**src/hdl/debayer_consts.svh**
```systemverilog
`ifndef DEBAYER_CONSTS_SVH
`define DEBAYER_CONSTS_SVH

// ------------------------------------------------------------
// sample and line geometry
// ------------------------------------------------------------

// raw sample width
`define DEBAYER_PIX_W 8

// line buffer depth, max active samples per line
`define DEBAYER_LINE_MAX 1024

// column and row counter width
`define DEBAYER_COL_W 11

// input sample to output pixel, in clocks
// window 1, sums 2, colour select 1
`define DEBAYER_LATENCY 4

`endif

```
**src/hdl/video_pkg.sv**
```systemverilog
`include "debayer_consts.svh"

package video_pkg;

    // ------------------------------------------------------------
    // raster stream types
    // ------------------------------------------------------------

    // one raw bayer sample
    typedef logic [`DEBAYER_PIX_W-1:0] pix_t;

    // raster sync levels, all active high
    typedef struct packed {
        logic de;
        logic hs;
        logic vs;
    } sync_t;

    // output pixel
    // r sits in the low bits, b in the high bits
    typedef struct packed {
        pix_t b;
        pix_t g;
        pix_t r;
    } rgb_t;

endpackage

```
**src/hdl/bayer_pkg.sv**
```systemverilog
`include "debayer_consts.svh"

package bayer_pkg;

    // 2x2 cfa layout, named in reading order
    typedef enum logic [1:0] {
        PAT_BGGR = 2'd0,
        PAT_RGGB = 2'd1,
        PAT_GBRG = 2'd2,
        PAT_GRBG = 2'd3
    } pattern_e;

    // parity of the window centre inside the frame
    typedef struct packed {
        logic odd_row;
        logic odd_col;
    } phase_t;

    // 3x3 neighbourhood, raster order, p5 is the centre
    typedef struct packed {
        video_pkg::pix_t p1;
        video_pkg::pix_t p2;
        video_pkg::pix_t p3;
        video_pkg::pix_t p4;
        video_pkg::pix_t p5;
        video_pkg::pix_t p6;
        video_pkg::pix_t p7;
        video_pkg::pix_t p8;
        video_pkg::pix_t p9;
        phase_t          phase;
    } window_t;

    // sum of two samples, sum of four samples
    typedef logic [`DEBAYER_PIX_W:0]   pair_t;
    typedef logic [`DEBAYER_PIX_W+1:0] quad_t;

    typedef struct packed {
        video_pkg::pix_t center;
        pair_t           horiz_sum;
        pair_t           vert_sum;
        quad_t           cross_sum;
        quad_t           corner_sum;
        phase_t          phase;
    } sums_t;

endpackage

```
**src/hdl/neighbor_sums.sv**
```systemverilog
`include "debayer_consts.svh"

module neighbor_sums (
    input  logic              clk,
    input  logic              arst_n_i,
    input  bayer_pkg::window_t win_i,
    input  video_pkg::sync_t  sync_i,
    output bayer_pkg::sums_t  sums_o,
    output video_pkg::sync_t  sync_o
);
    import video_pkg::*;
    import bayer_pkg::*;

    // stage 1 results
    pair_t  corner_top_q;
    pair_t  corner_bot_q;
    pair_t  vert_q;
    pair_t  horiz_q;
    pix_t   center_q;
    phase_t phase_q;
    sync_t  sync_q;

    // ------------------------------------------------------------
    // stage 1, pair sums
    // ------------------------------------------------------------
    always_ff @(posedge clk) begin
        // p1 + p3
        corner_top_q <= {1'b0, win_i.p1} + {1'b0, win_i.p3};
        // p7 + p9
        corner_bot_q <= {1'b0, win_i.p7} + {1'b0, win_i.p9};
        // p2 + p8
        vert_q       <= {1'b0, win_i.p2} + {1'b0, win_i.p8};
        // p4 + p6
        horiz_q      <= {1'b0, win_i.p4} + {1'b0, win_i.p6};
        center_q     <= win_i.p5;
        phase_q      <= win_i.phase;
    end

    // ------------------------------------------------------------
    // stage 2, quad sums
    // ------------------------------------------------------------
    always_ff @(posedge clk) begin
        sums_o.cross_sum  <= {1'b0, vert_q} + {1'b0, horiz_q};
        sums_o.corner_sum <= {1'b0, corner_top_q} + {1'b0, corner_bot_q};
        // pairs still needed at green sites
        sums_o.horiz_sum  <= horiz_q;
        sums_o.vert_sum   <= vert_q;
        sums_o.center     <= center_q;
        sums_o.phase      <= phase_q;
    end

    // sync follows the data, two stages
    always_ff @(posedge clk or negedge arst_n_i) begin
        if (!arst_n_i) begin
            sync_q <= '0;
            sync_o <= '0;
        end else begin
            sync_q <= sync_i;
            sync_o <= sync_q;
        end
    end

endmodule

```
**config.mk**
```make
export PLATFORM = sky130hd
export DESIGN_NAME = neighbor_sums
export DESIGN_NICKNAME = d
export VERILOG_FILES = /design/src/hdl/video_pkg.sv /design/src/hdl/bayer_pkg.sv /design/src/hdl/neighbor_sums.sv
export VERILOG_INCLUDE_DIRS = /design/src /design/src/hdl
export SDC_FILE = /design/constraint.sdc
export NUM_CORES = 1
export LEC_CHECK = 0
export BUFFER_PORTS_ARGS = -buffer_cell sky130_fd_sc_hd__buf_2
export CAP_MARGIN = 20
export CORE_MARGIN = 4
export CORE_UTILIZATION = 50
export DETAILED_ROUTE_END_ITERATION = 16
export MAX_ROUTING_LAYER = met4
export PLACE_DENSITY = 0.82
export SETUP_SLACK_MARGIN = 0.4
export SLEW_MARGIN = 10
export SYNTH_ARGS = -nofsm -noshare
export SYNTH_HDL_FRONTEND = slang
export SYNTH_SLANG_ARGS = --single-unit
```
**constraint.sdc**
```tcl
create_clock -name clk -period 2.87 [get_ports clk]
set_input_delay 0.4305 -clock clk [delete_from_list [all_inputs] [get_ports clk]]
set_output_delay 0.4305 -clock clk [all_outputs]
set_load 0.005 [all_outputs]
```
==> metrics.txt, run 1 <==
status completed; final antenna-violating net count 0; IO buf count 129; Worst Hold Launch win_i[38]; routed length per instance 13.6 um; CTS Hold Bufs 1; Hold Path End center_q[4]; worst slew pin tran 0.376 ns; P&R area growth vs syn 25.4%; Syn Inst Count 330; Rows 31; Synth area leaders dfxtp_1, ha_1, xnor2_1; leading area contributor after synthesis dfxtp_1; final hold viol count 0; fin cells 575; Placed Cells 558; vias in the first global route 2929; hpwl dp 6.51 mm; total clock sinks 100; Fin Setup TNS 0 ns; Seq pwr share 46.9%; finished layout cell area 0.00488 sq mm; sw power 1.20 mW; Overflow after GRT 0; max-slew violations 0; LEAKAGE 2.40 nW; R2R Path Start corner_top_q[0]; Internal Pwr Total 2.62 mW; final wirelength 7.82 mm; Num CTS Buffers 9; io pins 130; vias 2847; Synth Warn # 0; min Tclk post-route 1.87 ns; Residual DRC 0; Clk pwr share 23.3%; Post-Place Cell Area 0.00466 sq mm; Reg-to-Reg End sums_o[10]; crit path DAT 2.11 ns; die area 0.00926 sq mm; Resize count post-CTS 0; Reg2Reg Depth 8; VDD IR max 0.000298 V; CP Launch Type primary input; Slew headroom 74.7%; min-delay worst type in -> reg; Yosys reg bits 100; final hold slack 0.160 ns; clk_skew 0.0128 ns; Layout Nets 606; core footprint 0.00741 sq mm; Synth top area share 48.3%; post-synthesis sequential area ratio 52.2%; Comb power frac 29.8%; CTS Buffer Depth 2; Hold Path Depth 1; DRT Pass-1 Iters 5; # diodes 0; Clock Pin Slew Worst Setup and Hold Paths 0.11 ns; GRT Total Usage 17.7%; Post-Syn Area 0.00389 sq mm; Crit Path Max Fanout 2; ratio of cells with drive above 1 in the final layout 34.0%; largest net degree at the start of global routing 22; Setup crit end kind register; total power 3.81 mW; RSZ-0062 raised after global routing false; required time worst endpoint 3.11 ns; final setup vio count 0; CTS tree done; Synthesized Nets 465; count of different cell masters after synthesis 33; syn_area_per_cell 11.8 sq um; initial antenna violation count 0; max cap viols 0; Cell Pwr Density 781 mW/mm^2; Via density 4.95; H-tree depth 3; initial core utilization 52.5%; first-pass GRT wire length 12.3 mm; Crit Path Category in -> reg; Die W 96.2 um; f_max 0.536 GHz; Root Driver clkbuf_8; Clock Latency Late Sink 0.36 ns; setup bufs post-CTS 0; GPL Wtd Cong 0.798; initial DRC count 105; Sw Share 31.3%; fin crit share 65.0%; R2R Setup Slk 1.12 ns; die height 96.2 um
-- synthesized netlist by cell type (all sizes together) --
cell	number
a211oi	1
a21o	11
a21oi	28
a31oi	5
and3	3
dfrtp	6
dfxtp	94
fa	6
ha	50
inv	15
nand2	15
nand3	4
nand4	3
nor2	13
nor3	13
nor4	3
o211ai	3
o21ai	9
o21bai	1
o221ai	2
o31ai	1
o41ai	1
or2	3
or3	2
xnor2	30
xor2	8
-- state kept, by name, indices dropped and copies added, names as in the netlist --
| register | count |
|---|---|
| center_q | 8 |
| corner_bot_q | 9 |
| corner_top_q | 9 |
| horiz_q | 9 |
| phase_q | 2 |
| sums_o | 48 |
| sync_o | 3 |
| sync_q | 3 |
| vert_q | 9 |
-- stage by stage --
step | utilization [%] | setup WS (ns)
floorplan | - | 1.01
global placement | 62.9 | 0.795
detailed placement | 62.9 | 0.711
CTS | 65.9 | 1.10
global route | 65.9 | 0.877
finish | 65.9 | 1.00
-- cells by family after synthesis --
family / count (synthesis) / share of synthesized area [%]
adder cells (fa/ha/maj): 56 / 19.2
flip-flops: 100 / 52.2
AND/OR/NAND/NOR: 59 / 7.20
buffers and inverters: 15 / 1.45
AO/OA/AOI/OAI: 62 / 11.4
XOR/XNOR: 38 / 8.55
-- metal layers --
| metal | part of all wire [%] | global-route usage (%) | routed length (um) | up-vias |
|---|---|---|---|---|
| met1 | 38 | 17.6 | 2960 | 1301 |
| met3 | 7.4 | 4.38 | 582 | 11 |
| met2 | 53 | 32.4 | 4160 | 100 |
| met5 | 0 | - | 0 | - |
| met4 | 1.6 | 8.18 | 123 | 0 |
| li1 | - | - | - | 1435 |
-- worst max path at each step --
stage / startpoint / endpoint / slack, ns / depth (start not counted)
floorplan: win_i[2] / corner_bot_q[8] / 1.01 / 7
global placement: win_i[2] / corner_bot_q[8] / 0.79 / 8
detailed placement: win_i[2] / corner_bot_q[8] / 0.71 / 8
CTS: win_i[2] / corner_bot_q[8] / 1.10 / 8
global route: win_i[2] / corner_bot_q[8] / 0.88 / 8
finish: win_i[2] / corner_bot_q[8] / 1.00 / 8
-- cell usage in the layout (no fill, tap or decap), drive strengths merged, types with 4 or more instances in the layout --
| cell type | Yosys | final |
|---|---|---|
| nor2 | 13 | 13 |
| a31oi | 5 | 5 |
| nand3 | 4 | 4 |
| xor2 | 8 | 8 |
| nand2 | 15 | 15 |
| xnor2 | 30 | 30 |
| dfrtp | 6 | 6 |
| buf | 0 | 129 |
| o21ai | 9 | 9 |
| ha | 50 | 50 |
| nor3 | 13 | 13 |
| inv | 15 | 20 |
| a21o | 11 | 11 |
| fa | 6 | 6 |
| dfxtp | 94 | 94 |
| a21oi | 28 | 28 |
| clkbuf | 0 | 9 |
-- power groups by stage --
stage / registers (mW) / logic [mW] / clock network (mW)
after floorplan: 1.84 / 0.716 / 0
after global placement: 1.82 / 1.10 / 0
after detailed placement: 1.82 / 1.14 / 0
after CTS: 1.79 / 1.15 / 0.919
after global routing: 1.82 / 1.27 / 0.969
final: 1.79 / 1.14 / 0.888
-- critical path, stage by stage --
cell	delay, ns
buf_2	0.10
ha_1	0.21
fa_1	0.42
a21o_1	0.20
a21oi_1	0.21
o21ai_1	0.12
nor4_1	0.30
nor3_1	0.11
-- cell type report --
| cell class | count | area, sq um |
|---|---|---|
| fill | 580 | 2530 |
| sequential | 100 | 2030 |
| multi-input combinational | 215 | 1800 |
| timing repair buffer | 130 | 656 |
| clock buffer | 9 | 124 |
| tap | 99 | 124 |
| clock inverter | 7 | 86.3 |
| inverter | 15 | 56.3 |
Note: power is estimated with default switching activity, not from simulation.
==> run 2, diff against run 1 <==
Clock period 2.87 ns to 1.8 ns, I/O delays scaled along.
==> metrics.txt, run 2 (synthesis results as in run 1) <==
status completed; required time worst endpoint 2.04 ns; final antenna-violating net count 0; IO buf count 129; max cap viols 0; vias 2977; vias in the first global route 3049; P&R area growth vs syn 34.8%; Crit Path Max Fanout 3; Placed Cells 558; worst slew pin tran 0.317 ns; Reg-to-Reg End sums_o[10]; GPL Wtd Cong 0.845; crit path DAT 1.80 ns; # diodes 0; Hold Path End sync_q[1]; core footprint 0.00741 sq mm; GRT Total Usage 19.1%; max-slew violations 0; CTS Buffer Depth 2; initial DRC count 59; Clock Pin Slew Worst Setup and Hold Paths 0.10 ns; die area 0.00926 sq mm; Setup WS pre-CTS -0.0200 ns; Setup crit end kind register; Via density 4.99; register area 0.00204 sq mm; min Tclk post-route 1.55 ns; final hold viol count 0; Worst Hold Launch sync_i[1]; RSZ-0062 raised after global routing true; Rows 31; initial antenna violation count 0; io pins 130; min-delay worst type in -> reg; initial core utilization 52.5%; Reg2Reg Depth 8; CP Launch Type register; Cell Pwr Density 1200 mW/mm^2; final setup vio count 0; Hold Path Depth 1; commonest non-fill, non-tap cell in the layout buf_2; die height 96.2 um; Residual DRC 0; DRT Pass-1 Iters 4; R2R Setup Slk 0.25 ns; Clock Latency Late Sink 0.36 ns; LEAKAGE 2.49 nW; Slew headroom 78.8%; final wirelength 8.37 mm; total clock sinks 100; CTS tree done; fin crit share 86.3%; Num CTS Buffers 9; clk_skew 0.0167 ns; R2R Path Start corner_top_q[0]; first-pass GRT wire length 13.3 mm; worst setup margin 0.247 ns; Die W 96.2 um; ratio of cells with drive above 1 in the final layout 42.6%; Root Driver clkbuf_8; VDD IR max 0.000496 V; H-tree depth 3; commonest non-fill, non-tap cells in the layout buf_2, dfxtp_1, ha_1; Multi-input gate area 0.00198 sq mm; Layout Nets 628; Reg with most FFs sums_o; routed length per instance 14.0 um; Overflow after GRT 0; max reg flops 48; hpwl dp 6.46 mm; fin cells 597; Crit Path Category reg -> reg; largest net degree at the start of global routing 20; number of fill cells 548; f_max 0.644 GHz
[run 2: cell count changes in the layout (fill, tap and decap cells not counted), sizes merged]
cell	change
buf	+12
dlygate4sd3	+10
clkinv	+3
inv	-3
[run 2: per-layer routing]
layer	track usage, %	up-vias	share of wire [%]	wire length [um]
li1	-	1477	-	-
met1	20.5	1387	38	3150
met2	33.8	99	53	4460
met3	4.69	14	7.2	599
met4	6.99	0	1.9	159
met5	-	-	0	0
[run 2: worst max-delay path, stage by stage, from the launching register on]
cell,delay [ns]
dfxtp_2,0.35
ha_4,0.14
inv_2,0.04
fa_2,0.35
inv_2,0.08
a21oi_4,0.07
o221ai_2,0.13
o211ai_1,0.13
xnor2_1,0.15
[run 2: per-stage QoR]
| step | util [%] | power (mW) | setup TNS, ns | hold slack (ns) | area (sq um) |
|---|---|---|---|---|---|
| floorplan | - | 4.10 | 0 | -0.0256 | 3980 |
| detailed placement | 64.1 | 4.76 | -0.0200 | 0.0998 | 4750 |
| CTS | 68.8 | 6.24 | 0 | 0.0000278 | 5100 |
| global placement | 64.1 | 4.69 | 0 | 0.0928 | 4750 |
| global route | 70.8 | 6.70 | 0 | 0.00185 | 5250 |
| finish | 70.8 | 6.29 | 0 | 0.0189 | 5250 |
[run 2: timing repair]
| item | 4_1_cts | 5_1_grt |
|---|---|---|
| hold buffers | 5 | 6 |
| endpoints found under the setup margin | 12 | 16 |
| gates resized for setup | 15 | 10 |
| setup buffers | 6 | 6 |
| pin swaps | 24 | 18 |
| endpoints found under the hold margin | 10 | 6 |
[run 2: worst max-delay path by stage]
| stage | startpoint | end | slack [ns] | depth (start not counted) |
|---|---|---|---|---|
| 2_1_floorplan | win_i[2] | corner_bot_q[8] | 0.20 | 7 |
| 3_3_place_gp | win_i[2] | corner_bot_q[8] | 0.02 | 8 |
| 3_5_place_dp | win_i[2] | corner_bot_q[8] | -0.02 | 8 |
| 4_1_cts | corner_bot_q[0] | sums_o[10] | 0.18 | 8 |
| 5_1_grt | corner_bot_q[0] | sums_o[10] | 0.17 | 8 |
| 6_report | corner_top_q[0] | sums_o[10] | 0.25 | 8 |
[run 2: area by class of cell]
type	instances	share of cell area (%)
tap	99	2.36
multi-input combinational	215	37.7
clock inverter	7	1.38
clock buffer	9	2.36
timing repair buffer	152	16.1
sequential	100	39.0
inverter	15	1.07
[run 2: where the power goes]
part,internal [mW],total [mW],switching (mW)
registers,2.71,2.86,0.150
clock network,0.538,1.35,0.817
logic,1.04,2.08,1.04
