$ cat src/hdl/debayer_consts.svh
`ifndef DEBAYER_CONSTS_SVH
`define DEBAYER_CONSTS_SVH

// ------------------------------------------------------------
// sample and line geometry
// ------------------------------------------------------------

// raw sample width
`define DEBAYER_PIX_W 8

// line buffer depth, max active samples per line
`define DEBAYER_LINE_MAX 1024

// column and row counter width
`define DEBAYER_COL_W 11

// input sample to output pixel, in clocks
// window 1, sums 2, colour select 1
`define DEBAYER_LATENCY 4

`endif

$ cat src/hdl/video_pkg.sv
`include "debayer_consts.svh"

package video_pkg;

    // ------------------------------------------------------------
    // raster stream types
    // ------------------------------------------------------------

    // one raw bayer sample
    typedef logic [`DEBAYER_PIX_W-1:0] pix_t;

    // raster sync levels, all active high
    typedef struct packed {
        logic de;
        logic hs;
        logic vs;
    } sync_t;

    // output pixel
    // r sits in the low bits, b in the high bits
    typedef struct packed {
        pix_t b;
        pix_t g;
        pix_t r;
    } rgb_t;

endpackage

$ cat src/hdl/bayer_pkg.sv
`include "debayer_consts.svh"

package bayer_pkg;

    // 2x2 cfa layout, named in reading order
    typedef enum logic [1:0] {
        PAT_BGGR = 2'd0,
        PAT_RGGB = 2'd1,
        PAT_GBRG = 2'd2,
        PAT_GRBG = 2'd3
    } pattern_e;

    // parity of the window centre inside the frame
    typedef struct packed {
        logic odd_row;
        logic odd_col;
    } phase_t;

    // 3x3 neighbourhood, raster order, p5 is the centre
    typedef struct packed {
        video_pkg::pix_t p1;
        video_pkg::pix_t p2;
        video_pkg::pix_t p3;
        video_pkg::pix_t p4;
        video_pkg::pix_t p5;
        video_pkg::pix_t p6;
        video_pkg::pix_t p7;
        video_pkg::pix_t p8;
        video_pkg::pix_t p9;
        phase_t          phase;
    } window_t;

    // sum of two samples, sum of four samples
    typedef logic [`DEBAYER_PIX_W:0]   pair_t;
    typedef logic [`DEBAYER_PIX_W+1:0] quad_t;

    typedef struct packed {
        video_pkg::pix_t center;
        pair_t           horiz_sum;
        pair_t           vert_sum;
        quad_t           cross_sum;
        quad_t           corner_sum;
        phase_t          phase;
    } sums_t;

endpackage

$ cat src/hdl/color_select.sv
`include "debayer_consts.svh"

module color_select (
    input  logic                clk,
    input  logic                arst_n_i,
    input  bayer_pkg::sums_t    sums_i,
    input  video_pkg::sync_t    sync_i,
    input  bayer_pkg::pattern_e mode_i,
    input  logic                bypass_i,
    output video_pkg::rgb_t     rgb_o,
    output video_pkg::sync_t    sync_o
);
    import video_pkg::*;
    import bayer_pkg::*;

    localparam int PIX_W = `DEBAYER_PIX_W;

    // cfa colour at the centre, greens split by the row they sit on
    typedef enum logic [1:0] {
        SITE_R,
        SITE_B,
        SITE_G_RROW,
        SITE_G_BROW
    } site_e;

    logic  r_row;
    logic  r_col;
    logic  row_is_r;
    logic  col_is_r;
    site_e site;
    pix_t  half_h;
    pix_t  half_v;
    pix_t  quart_x;
    pix_t  quart_c;
    rgb_t  rgb_d;

    // ------------------------------------------------------------
    // site decode
    // ------------------------------------------------------------
    // position of R inside the 2x2 tile, B is diagonal to it
    always_comb begin
        case (mode_i)
            PAT_BGGR: begin
                r_row = 1'b1;
                r_col = 1'b1;
            end
            PAT_RGGB: begin
                r_row = 1'b0;
                r_col = 1'b0;
            end
            PAT_GBRG: begin
                r_row = 1'b1;
                r_col = 1'b0;
            end
            default: begin
                r_row = 1'b0;
                r_col = 1'b1;
            end
        endcase
    end

    assign row_is_r = (sums_i.phase.odd_row == r_row);
    assign col_is_r = (sums_i.phase.odd_col == r_col);

    always_comb begin
        case ({row_is_r, col_is_r})
            2'b11:   site = SITE_R;
            2'b00:   site = SITE_B;
            2'b10:   site = SITE_G_RROW;
            default: site = SITE_G_BROW;
        endcase
    end

    // ------------------------------------------------------------
    // channel select
    // ------------------------------------------------------------
    // truncating averages
    assign half_h  = sums_i.horiz_sum[PIX_W:1];
    assign half_v  = sums_i.vert_sum[PIX_W:1];
    assign quart_x = sums_i.cross_sum[PIX_W+1:2];
    assign quart_c = sums_i.corner_sum[PIX_W+1:2];

    always_comb begin
        rgb_d.r = sums_i.center;
        rgb_d.g = sums_i.center;
        rgb_d.b = sums_i.center;
        if (!bypass_i) begin
            case (site)
                SITE_R: begin
                    rgb_d.g = quart_x;
                    rgb_d.b = quart_c;
                end
                SITE_B: begin
                    rgb_d.r = quart_c;
                    rgb_d.g = quart_x;
                end
                SITE_G_RROW: begin
                    rgb_d.r = half_h;
                    rgb_d.b = half_v;
                end
                default: begin
                    rgb_d.r = half_v;
                    rgb_d.b = half_h;
                end
            endcase
        end
    end

    // output holds its last pixel outside de
    always_ff @(posedge clk or negedge arst_n_i) begin
        if (!arst_n_i) begin
            rgb_o  <= '0;
            sync_o <= '0;
        end else begin
            sync_o <= sync_i;
            if (sync_i.de) begin
                rgb_o <= rgb_d;
            end
        end
    end

    // every interior window must come from written line buffer words
    assert property (@(posedge clk) disable iff (!arst_n_i)
        sync_o.de |-> !$isunknown(rgb_o));

endmodule

$ cat config.mk
export PLATFORM = sky130hd
export DESIGN_NAME = color_select
export DESIGN_NICKNAME = d
export VERILOG_FILES = /design/src/hdl/video_pkg.sv /design/src/hdl/bayer_pkg.sv /design/src/hdl/color_select.sv
export VERILOG_INCLUDE_DIRS = /design/src /design/src/hdl
export SDC_FILE = /design/constraint.sdc
export NUM_CORES = 1
export LEC_CHECK = 0
export ABC_CLOCK_PERIOD_IN_PS = 800
export BUFFER_PORTS_ARGS = -buffer_cell sky130_fd_sc_hd__buf_2
export CORE_MARGIN = 2
export CORE_UTILIZATION = 30
export DETAILED_ROUTE_END_ITERATION = 7
export SLEW_MARGIN = 40
export SYNTH_ARGS = -nofsm -noshare
export SYNTH_HDL_FRONTEND = slang
export SYNTH_SLANG_ARGS = --single-unit
$ cat constraint.sdc
create_clock -name clk -period 0.8 [get_ports clk]
set_input_delay 0.08 -clock clk [delete_from_list [all_inputs] [get_ports clk]]
set_output_delay 0.08 -clock clk [all_outputs]
set_load 0.01 [all_outputs]
==> results_dict.tcl, run 1 <==
set metrics [dict create \
    yosysWarnings 0 \
    peakVddDrop_mv 0.953 \
    grt_first_pass_wirelength_um 7960 \
    synth_area_leaders "dfrtp_1 (39%), a221oi_2 (12%), o22a_1 (8.0%)" \
    yosysSeqAreaShare_pct 38.6 \
    drt_iter0_drc 39 \
    p_leak_nw 1.29 \
    fmax_mhz 730 \
    cts_buffer_depth 2 \
    synth_top_area_cell "dfrtp_1" \
    multiInputGateArea_um2 1150 \
    cts_root_buffer "clkbuf_8" \
    cts-buffers-inserted 3 \
    remaining_drc_errors 0 \
    worstPathCellList "buf_8 -> inv_12 -> ha_4 -> nor2_4 -> xnor2_4 -> inv_2 -> ha_4 -> buf_8 -> a22oi_2 -> a221oi_2 -> o22a_1" \
    slew_headroom_pct 85.2 \
    rsz0062_at_grt "true" \
    hold_viol 0 \
    regArea_um2 676 \
    path_buf_inv 4 \
    num_io_pins 83 \
    final_common_cell "buf_2" \
    drive_gt1_share_pct 62.0 \
    postSynthCellCount 177 \
    antenna_found_initial 0 \
    synth.avg_cell_area_um2 9.89 \
    fin_crit_ns 1.37 \
    ant_nets 0 \
    finClkSkew_ns 0 \
    fp-row-count 27 \
    n_antenna_cell 0 \
    post-route-period-util_pct 171 \
    syn_nets 239 \
    nFillCells 500 \
    ys_types 17 \
    detail_route.wl_per_cell_um 14.3 \
    fp.coreArea_um2 5570 \
    grt_overflow 0 \
    clock_latency_ns 0.26 \
    violations "setup timing" \
    clkSlewWorstSetupHoldPaths_ns 0.09 \
    ys_seq_elements 27 \
    portBuffers 76 \
    fin_ws_ns -0.570 \
    instances_no_fill 351 \
    hpwl_um 3690 \
    clkSinkCount 27 \
    grt_pass1_vias 1680 \
    routed_via_density 4.96 \
    grt_max_degree 28 \
    min_path_type "input port to register" \
    syn_to_final_growth_pct 63.6 \
    die-area_um2 6460 \
    die_height_um 80.4 \
    maxSlewViolCount 0 \
    cp_slowest_cell "ha_4" \
    crit_family "compound AO/OA/AOI/OAI gates" \
    finalSetupViolCount 51 \
    power_w 0.00466 \
    gp_congestion 0.788 \
    finalHoldWorstSlack_ns 0.0963 \
    post-place-ws_ns -1.04 \
    drt-total-wl_um 5010 \
    drtPass1Iterations 4 \
    layout_common_cells "buf_2 (74), dfrtp_1 (27), buf_4 (22)" \
    h-tree-depth 1 \
    required_ns 0.95 \
    crit_path_end_kind "register" \
    maxCapViolCount 0 \
    grt.total_usage_pct 15.8 \
    synth_area_um2 1750 \
    die_w_um 80.4 \
    start_kind "input port" \
    tightest_slew_ns 0.222 \
    status "finished, violations left" \
    via_count 1740 \
    fin_nets 342 \
    power_density_nw_per_um2 1630 \
    setup.worst_path.class "input port to register" \
    start_util_pct 31.4 \
    cts_tree "yes" \
    slowest_delay_ns 0.19 \
    dp_cells 325 \
    synth_top_area_share_pct 38.6 \
    critPathMaxFanout 8 \
    arrival_ns 1.52 \
]
-- power breakdown --
group          switching (W)  internal [W]
Clock               0.000395      0.000356
Sequential         0.0000882       0.00155
Combinational        0.00110       0.00118
Total                0.00158       0.00308
-- stage by stage --
stage	TNS (ns)	utilization, %	instance area, um^2
after global placement	-23.35	43.4	2420
after floorplan	-15.56	-	1880
final	-14.63	51.4	2860
after CTS	-14.46	49.4	2750
after global routing	-16.80	51.4	2860
after detailed placement	-23.85	43.4	2420
-- cells in the mapped netlist --
cell type,count
a21oi_1,24
dfrtp_1,27
a221oi_2,14
inv_1,20
a22oi_1,16
buf_2,3
clkbuf_1,4
buf_4,7
buf_6,2
nor2_1,9
xnor2_1,2
mux2i_1,8
o22a_1,16
nand2_1,16
ha_1,6
a221oi_1,2
nor2_8,1
-- area by class of cell --
class / instances / share of cell area, %
Inverter: 20 / 3.49
Tap cell: 72 / 3.15
Timing Repair Buffer: 114 / 28.2
Sequential cell: 27 / 23.6
Multi-Input combinational cell: 114 / 40.0
Clock buffer: 4 / 1.57
-- worst register-to-register path, stage by stage (launching register included) --
cell     delay, ns
dfrtp_1       0.38
buf_4         0.13
buf_4         0.12
nor2_1        0.08
a21oi_1       0.04
-- flip-flops by register name, summed over array words and instances, names as in the netlist --
name    cells
rgb_o      24
sync_o      3
-- layer usage --
layer / part of all wire, % / up-vias / GRT usage (%)
met2: 48 / 57 / 26.7
met5: 0 / - / 0
met4: 1.5 / 0 / 3.56
met1: 45 / 822 / 20.7
met3: 5.8 / 8 / 3.37
li1: - / 853 / -
-- cells by family after synthesis --
group | synth area share [%]
flip-flops | 38.6
AO/OA/AOI/OAI | 34.7
XOR/XNOR | 1.00
multiplexers | 4.57
adder cells (fa/ha/maj) | 4.29
buffers and inverters | 10.3
AND/OR/NAND/NOR | 6.50
-- path summary, 6_finish.rpt --
check / slack (ns) / cells past startpoint / end / start
max in group asynchronous: 0.34 / 3 / rgb_o[17] / arst_n_i
min reg2reg: 0.51 / 1 / rgb_o[20] / rgb_o[20]
min in group asynchronous: 0.29 / 3 / rgb_o[9] / arst_n_i
min: 0.1 / 3 / rgb_o[11] / sums_i[17]
max reg2reg: -0.05 / 4 / rgb_o[9] / rgb_o[9]
max: -0.57 / 11 / rgb_o[6] / mode_i[0]
-- timing repair --
action | 4_1_cts | 5_1_grt
hold buffers | 3 | 0
hold endpoints to repair | 29 | 0
setup buffers | 9 | 9
setup endpoints to repair | 51 | 51
resized for setup | 39 | 11
pin swaps | 10 | 13
gates cloned | 1 | 0
Power figures use the tool's default switching activity.
==> run 2, diff against run 1 <==
--- a/config.mk
+++ b/config.mk
@@ -12,4 +12,5 @@
 export CORE_UTILIZATION = 30
 export DETAILED_ROUTE_END_ITERATION = 7
+export PLACE_DENSITY_LB_ADDON = 0.15
 export SLEW_MARGIN = 40
 export SYNTH_ARGS = -nofsm -noshare
==> constraint.sdc (replaced) <==
create_clock -name clk -period 0.8 [get_ports clk]
set_input_delay 0.08 -clock clk [delete_from_list [all_inputs] [get_ports clk]]
set_output_delay 0.08 -clock clk [all_outputs]
set_load 0.05 [all_outputs]
==> run 2 against run 1 <==
The flow still finishes with violations (setup timing). Die area unchanged. Count of clock-buffer cells in the layout unchanged. Critical endpoint is now rgb_o[1]. Worst setup slack worse by 0.019 ns.
==> results_dict.tcl, run 2 (synthesized netlist as in run 1, its figures left out) <==
set metrics [dict create \
    status "finished, violations left" \
    violations "setup timing" \
    die_height_um 80.4 \
    post-place-ws_ns -1.04 \
    cts_buffer_depth 2 \
    slew_headroom_pct 84.9 \
    hpwl_um 3740 \
    largest_reg_flops 24 \
    worstPathCellList "buf_12 -> inv_12 -> ha_4 -> xnor2_4 -> inv_2 -> ha_4 -> buf_16 -> a221oi_4 -> o22a_1" \
    fin_nets 333 \
    grt_first_pass_wirelength_um 8690 \
    clock_latency_ns 0.27 \
    clkSinkCount 27 \
    routed_via_density 5.07 \
    fp-row-count 27 \
    fin_crit_ns 1.39 \
    grt_pass1_vias 1779 \
    fp.coreArea_um2 5570 \
    grt_max_degree 28 \
    die-area_um2 6460 \
    critPathMaxFanout 16 \
    ant_nets 0 \
    tightest_slew_ns 0.227 \
    maxSlewViolCount 0 \
    layout_common_cells "buf_2 (47), buf_6 (29), dfrtp_1 (27)" \
    cts_tree "yes" \
    grt.total_usage_pct 17.4 \
    finClkSkew_ns 0 \
    syn_to_final_growth_pct 70.3 \
    min_path_type "input port to register" \
    clkSlewWorstSetupHoldPaths_ns 0.10 \
    drt-total-wl_um 5460 \
    rsz0062_at_grt "true" \
    arrival_ns 1.60 \
    reg.largest.list "rgb_o: 24 flops, sync_o: 3 flops" \
    n_antenna_cell 0 \
    detail_route.wl_per_cell_um 16.0 \
    top_register "rgb_o" \
    slowest_delay_ns 0.30 \
    drt_iter0_drc 71 \
    grt_overflow 0 \
    drive_gt1_share_pct 56.7 \
    start_util_pct 31.4 \
    nFillCells 511 \
    final_common_cell "buf_2" \
    finalSetupViolCount 51 \
    hold_viol 0 \
    maxCapViolCount 0 \
    via_count 1733 \
    fin_ws_ns -0.589 \
    cp_slowest_cell "a221oi_4" \
    p_leak_nw 1.33 \
    cts-buffers-inserted 3 \
    num_io_pins 83 \
    h-tree-depth 1 \
    crit_top_cell "ha_4" \
    setup.worst_path.class "input port to register" \
    post-route-period-util_pct 174 \
    cts_root_buffer "clkbuf_8" \
    peakVddDrop_mv 1.08 \
    start_kind "input port" \
    drtPass1Iterations 4 \
    antenna_found_initial 0 \
    remaining_drc_errors 0 \
    power_w 0.00557 \
    gp_congestion 0.766 \
    die_w_um 80.4 \
    fmax_mhz 720 \
    required_ns 1.02 \
    portBuffers 76 \
    power_density_nw_per_um2 1870 \
    crit_path_end_kind "register" \
]
## run 2: cell types whose count changed in the layout (fill, tap and decap cells not counted), moves of 3 or more
cell and delta:
a21oi_1 +3, a21oi_2 -5, a22oi_1 +7, a22oi_2 -7
buf_16 +3, buf_2 -27, buf_4 -6, buf_6 +24
buf_8 -3
## run 2: area by class of cell
cell class,count,area (um^2),area share [%]
well taps,72,90.1,3.02
inverters,20,100,3.36
flip-flops and latches,27,676,22.7
repair buffers,105,935,31.4
multi-input cells,114,1130,38.1
clock buffers,4,45.0,1.51
## run 2: routing by layer
layer / track usage [%] / wire [um] / up-vias
met1: 23.4 / 2490 / 815
li1: - / - / 845
met4: 5.08 / 93 / 0
met5: 0 / 0 / -
met3: 3.60 / 337 / 8
met2: 28.0 / 2540 / 65
## run 2: repair_timing
item	4_1_cts	5_1_grt
hold endpoints to repair	29	0
endpoints found under the setup margin	51	51
cloned	3	0
pin swaps	18	10
buffers inserted	7	5
gates resized for setup	87	3
hold buffers	3	0
## run 2: critical path, delay by kind of cell
| kind | cells | cell delay (ns) |
|---|---|---|
| fa+ha+maj | 2 | 0.46 |
| compound gates | 2 | 0.48 |
| buf+inv | 4 | 0.39 |
| xor+xnor | 1 | 0.20 |
## run 2: path summary, 6_finish.rpt
check,start,to,slack [ns],cells after the start
max,mode_i[1],rgb_o[1],-0.59,9
min in group asynchronous,arst_n_i,rgb_o[12],0.28,3
min,sums_i[19],rgb_o[13],0.09,3
max in group asynchronous,arst_n_i,rgb_o[2],0.36,3
min reg2reg,rgb_o[16],rgb_o[16],0.54,1
max reg2reg,rgb_o[4],rgb_o[4],-0.03,2
## run 2: power breakdown
group / internal (W) / leakage, nW / total (W) / switching (W)
clock: 0.000357 / 0.0228 / 0.000803 / 0.000446
combinational: 0.00138 / 0.997 / 0.00308 / 0.00170
sequential: 0.00155 / 0.307 / 0.00168 / 0.000132
## run 2: metrics by stage
step / instances / cell area (um^2) / util [%] / hold WS (ns) / setup TNS, ns
after global placement: 321 / 2400 / 43.1 / 0.0448 / -22.15
after floorplan: 177 / 1880 / - / -0.216 / -15.55
after global routing: 342 / 2980 / 53.5 / 0.117 / -18.16
after detailed placement: 321 / 2400 / 43.1 / 0.0395 / -22.56
final: 342 / 2980 / 53.5 / 0.0941 / -15.93
after CTS: 337 / 2930 / 52.5 / 0.0822 / -16.05
==> run 3, diff against run 2 <==
ABC_CLOCK_PERIOD_IN_PS = 1780   (was 800)
CORE_UTILIZATION = 50   (was 30)
clock period = 1.78 ns   (was 0.8 ns; I/O delays follow)
==> run 3 against run 2 <==
The run now ends clean. Die area down 38%. Sequential share of layout area up 7.7 points. Design area down 25%. Largest cell class unchanged.
==> results_dict.tcl, run 3 (synthesized netlist as in run 1, its figures left out) <==
set metrics [dict create \
    min_path_type "input port to register" \
    n_antenna_cell 0 \
    syn_to_final_growth_pct 27.1 \
    fp-row-count 21 \
    finClkSkew_ns 0 \
    cp_slowest_cell "ha_1" \
    largest_reg_flops 24 \
    cts_tree "yes" \
    worstPathCellList "buf_2 -> inv_1 -> ha_1 -> xnor2_2 -> buf_4 -> ha_1 -> nor2_8 -> mux2i_1 -> a21oi_1" \
    slowest_delay_ns 0.36 \
    finalSetupTns_ns 0 \
    grt.total_usage_pct 22.1 \
    grt_pass1_vias 1614 \
    finalInstanceArea_um2 2220 \
    grt_overflow 0 \
    grt_first_pass_wirelength_um 7090 \
    die-area_um2 3990 \
    fin_nets 317 \
    drt-total-wl_um 4320 \
    required_ns 1.98 \
    start_kind "input port" \
    remaining_drc_errors 0 \
    top_register "rgb_o" \
    drtPass1Iterations 4 \
    maxCapViolCount 0 \
    peakVddDrop_mv 0.375 \
    gp_congestion 0.736 \
    hpwl_um 3360 \
    fmax_mhz 630 \
    crit_family "adder cells" \
    ant_nets 0 \
    antenna_found_initial 0 \
    drt_iter0_drc 78 \
    setup.worst_path.class "input port to register" \
    fp.coreArea_um2 3340 \
    finalSetupViolCount 0 \
    maxSlewViolCount 0 \
    die_height_um 63.2 \
    dp_cells 293 \
    path_buf_inv 3 \
    place_area_um2 2170 \
    clkSlewWorstSetupHoldPaths_ns 0.14 \
    die_w_um 63.2 \
    post-route-period-util_pct 89.1 \
    crit_path_end_kind "register" \
    final_common_cell "buf_2" \
    layout_common_cells "buf_2 (76), dfrtp_1 (27), a21oi_1 (24)" \
    power_density_nw_per_um2 887 \
    slew_headroom_pct 60.2 \
    portBuffers 76 \
    p_leak_nw 1.09 \
    finalHoldWorstSlack_ns 0.145 \
    critPathMaxFanout 8 \
    instances_no_fill 300 \
    status "finished clean" \
    routed_via_density 5.48 \
    crit_top_cell "ha_1" \
    reg.largest.list "rgb_o: 24 flops, sync_o: 3 flops" \
    num_io_pins 83 \
    utilization_pct 66.7 \
    grt_max_degree 33 \
    drive_gt1_share_pct 41.7 \
    via_count 1643 \
    rsz0062_at_grt "false" \
    fin_crit_ns 1.59 \
    cts_root_buffer "clkbuf_4" \
    clkSinkCount 27 \
    clock_latency_ns 0.32 \
    arrival_ns 1.79 \
    detail_route.wl_per_cell_um 14.4 \
    cts-buffers-inserted 3 \
    start_util_pct 52.5 \
    cts_buffer_depth 2 \
    h-tree-depth 1 \
    hold_viol 0 \
    tightest_slew_ns 0.597 \
]
-- run 3: changes by cell type in the layout (fill, tap and decap cells not counted), sizes merged --
cell	change
buf	-16
-- run 3: timing repair --
| action | 4_1_cts | 5_1_grt |
|---|---|---|
| hold buffers | 3 | 0 |
| resized for setup | 0 | 1 |
| hold endpoints to repair | 29 | 0 |
| setup buffers | 0 | 0 |
| setup endpoints to repair | 0 | 8 |
-- run 3: path summary, 6_finish.rpt --
check	startpoint	to	slack, ns	cells after the start
setup / recovery	mode_i[0]	rgb_o[9]	0.19	9
hold / removal	sums_i[16]	rgb_o[10]	0.15	3
setup reg to reg	rgb_o[22]	rgb_o[22]	1.06	1
hold reg to reg	rgb_o[6]	rgb_o[6]	0.51	1
max in group asynchronous	arst_n_i	sync_o[1]	0.99	2
min in group asynchronous	arst_n_i	rgb_o[8]	0.40	2
-- run 3: area by class of cell --
type                            count  area (um^2)
Timing Repair Buffer               89          485
Sequential cell                    27          676
Clock buffer                        4         26.3
Tap cell                           46         57.6
Fill cell                         287         1110
Multi-Input combinational cell    114          905
Inverter                           20         75.1
-- run 3: report_power, final --
group	switching [W]	internal [W]
clock	0.000176	0.0000878
combinational	0.000645	0.000325
sequential	0.0000427	0.000696
total	0.000864	0.00111
-- run 3: per-stage QoR --
stage          total power (W)  setup WS (ns)
2_1_floorplan          0.00148         0.0170
3_3_place_gp           0.00170         -0.237
3_5_place_dp           0.00172         -0.261
4_1_cts                0.00199         0.0950
5_1_grt                0.00209          0.133
6_report               0.00197          0.193
-- run 3: worst min-delay path: cells and delay by family --
family	cells	cell delay [ns]
muxes	1	0.06
buffers and inverters	1	0.08
AOI/OAI and AO/OA	1	0.13
-- run 3: per-layer routing --
layer  track usage (%)  wire, um
met5                 0         0
met2              38.7      2110
met3              3.21       314
met1              28.5      1860
met4              6.52        35
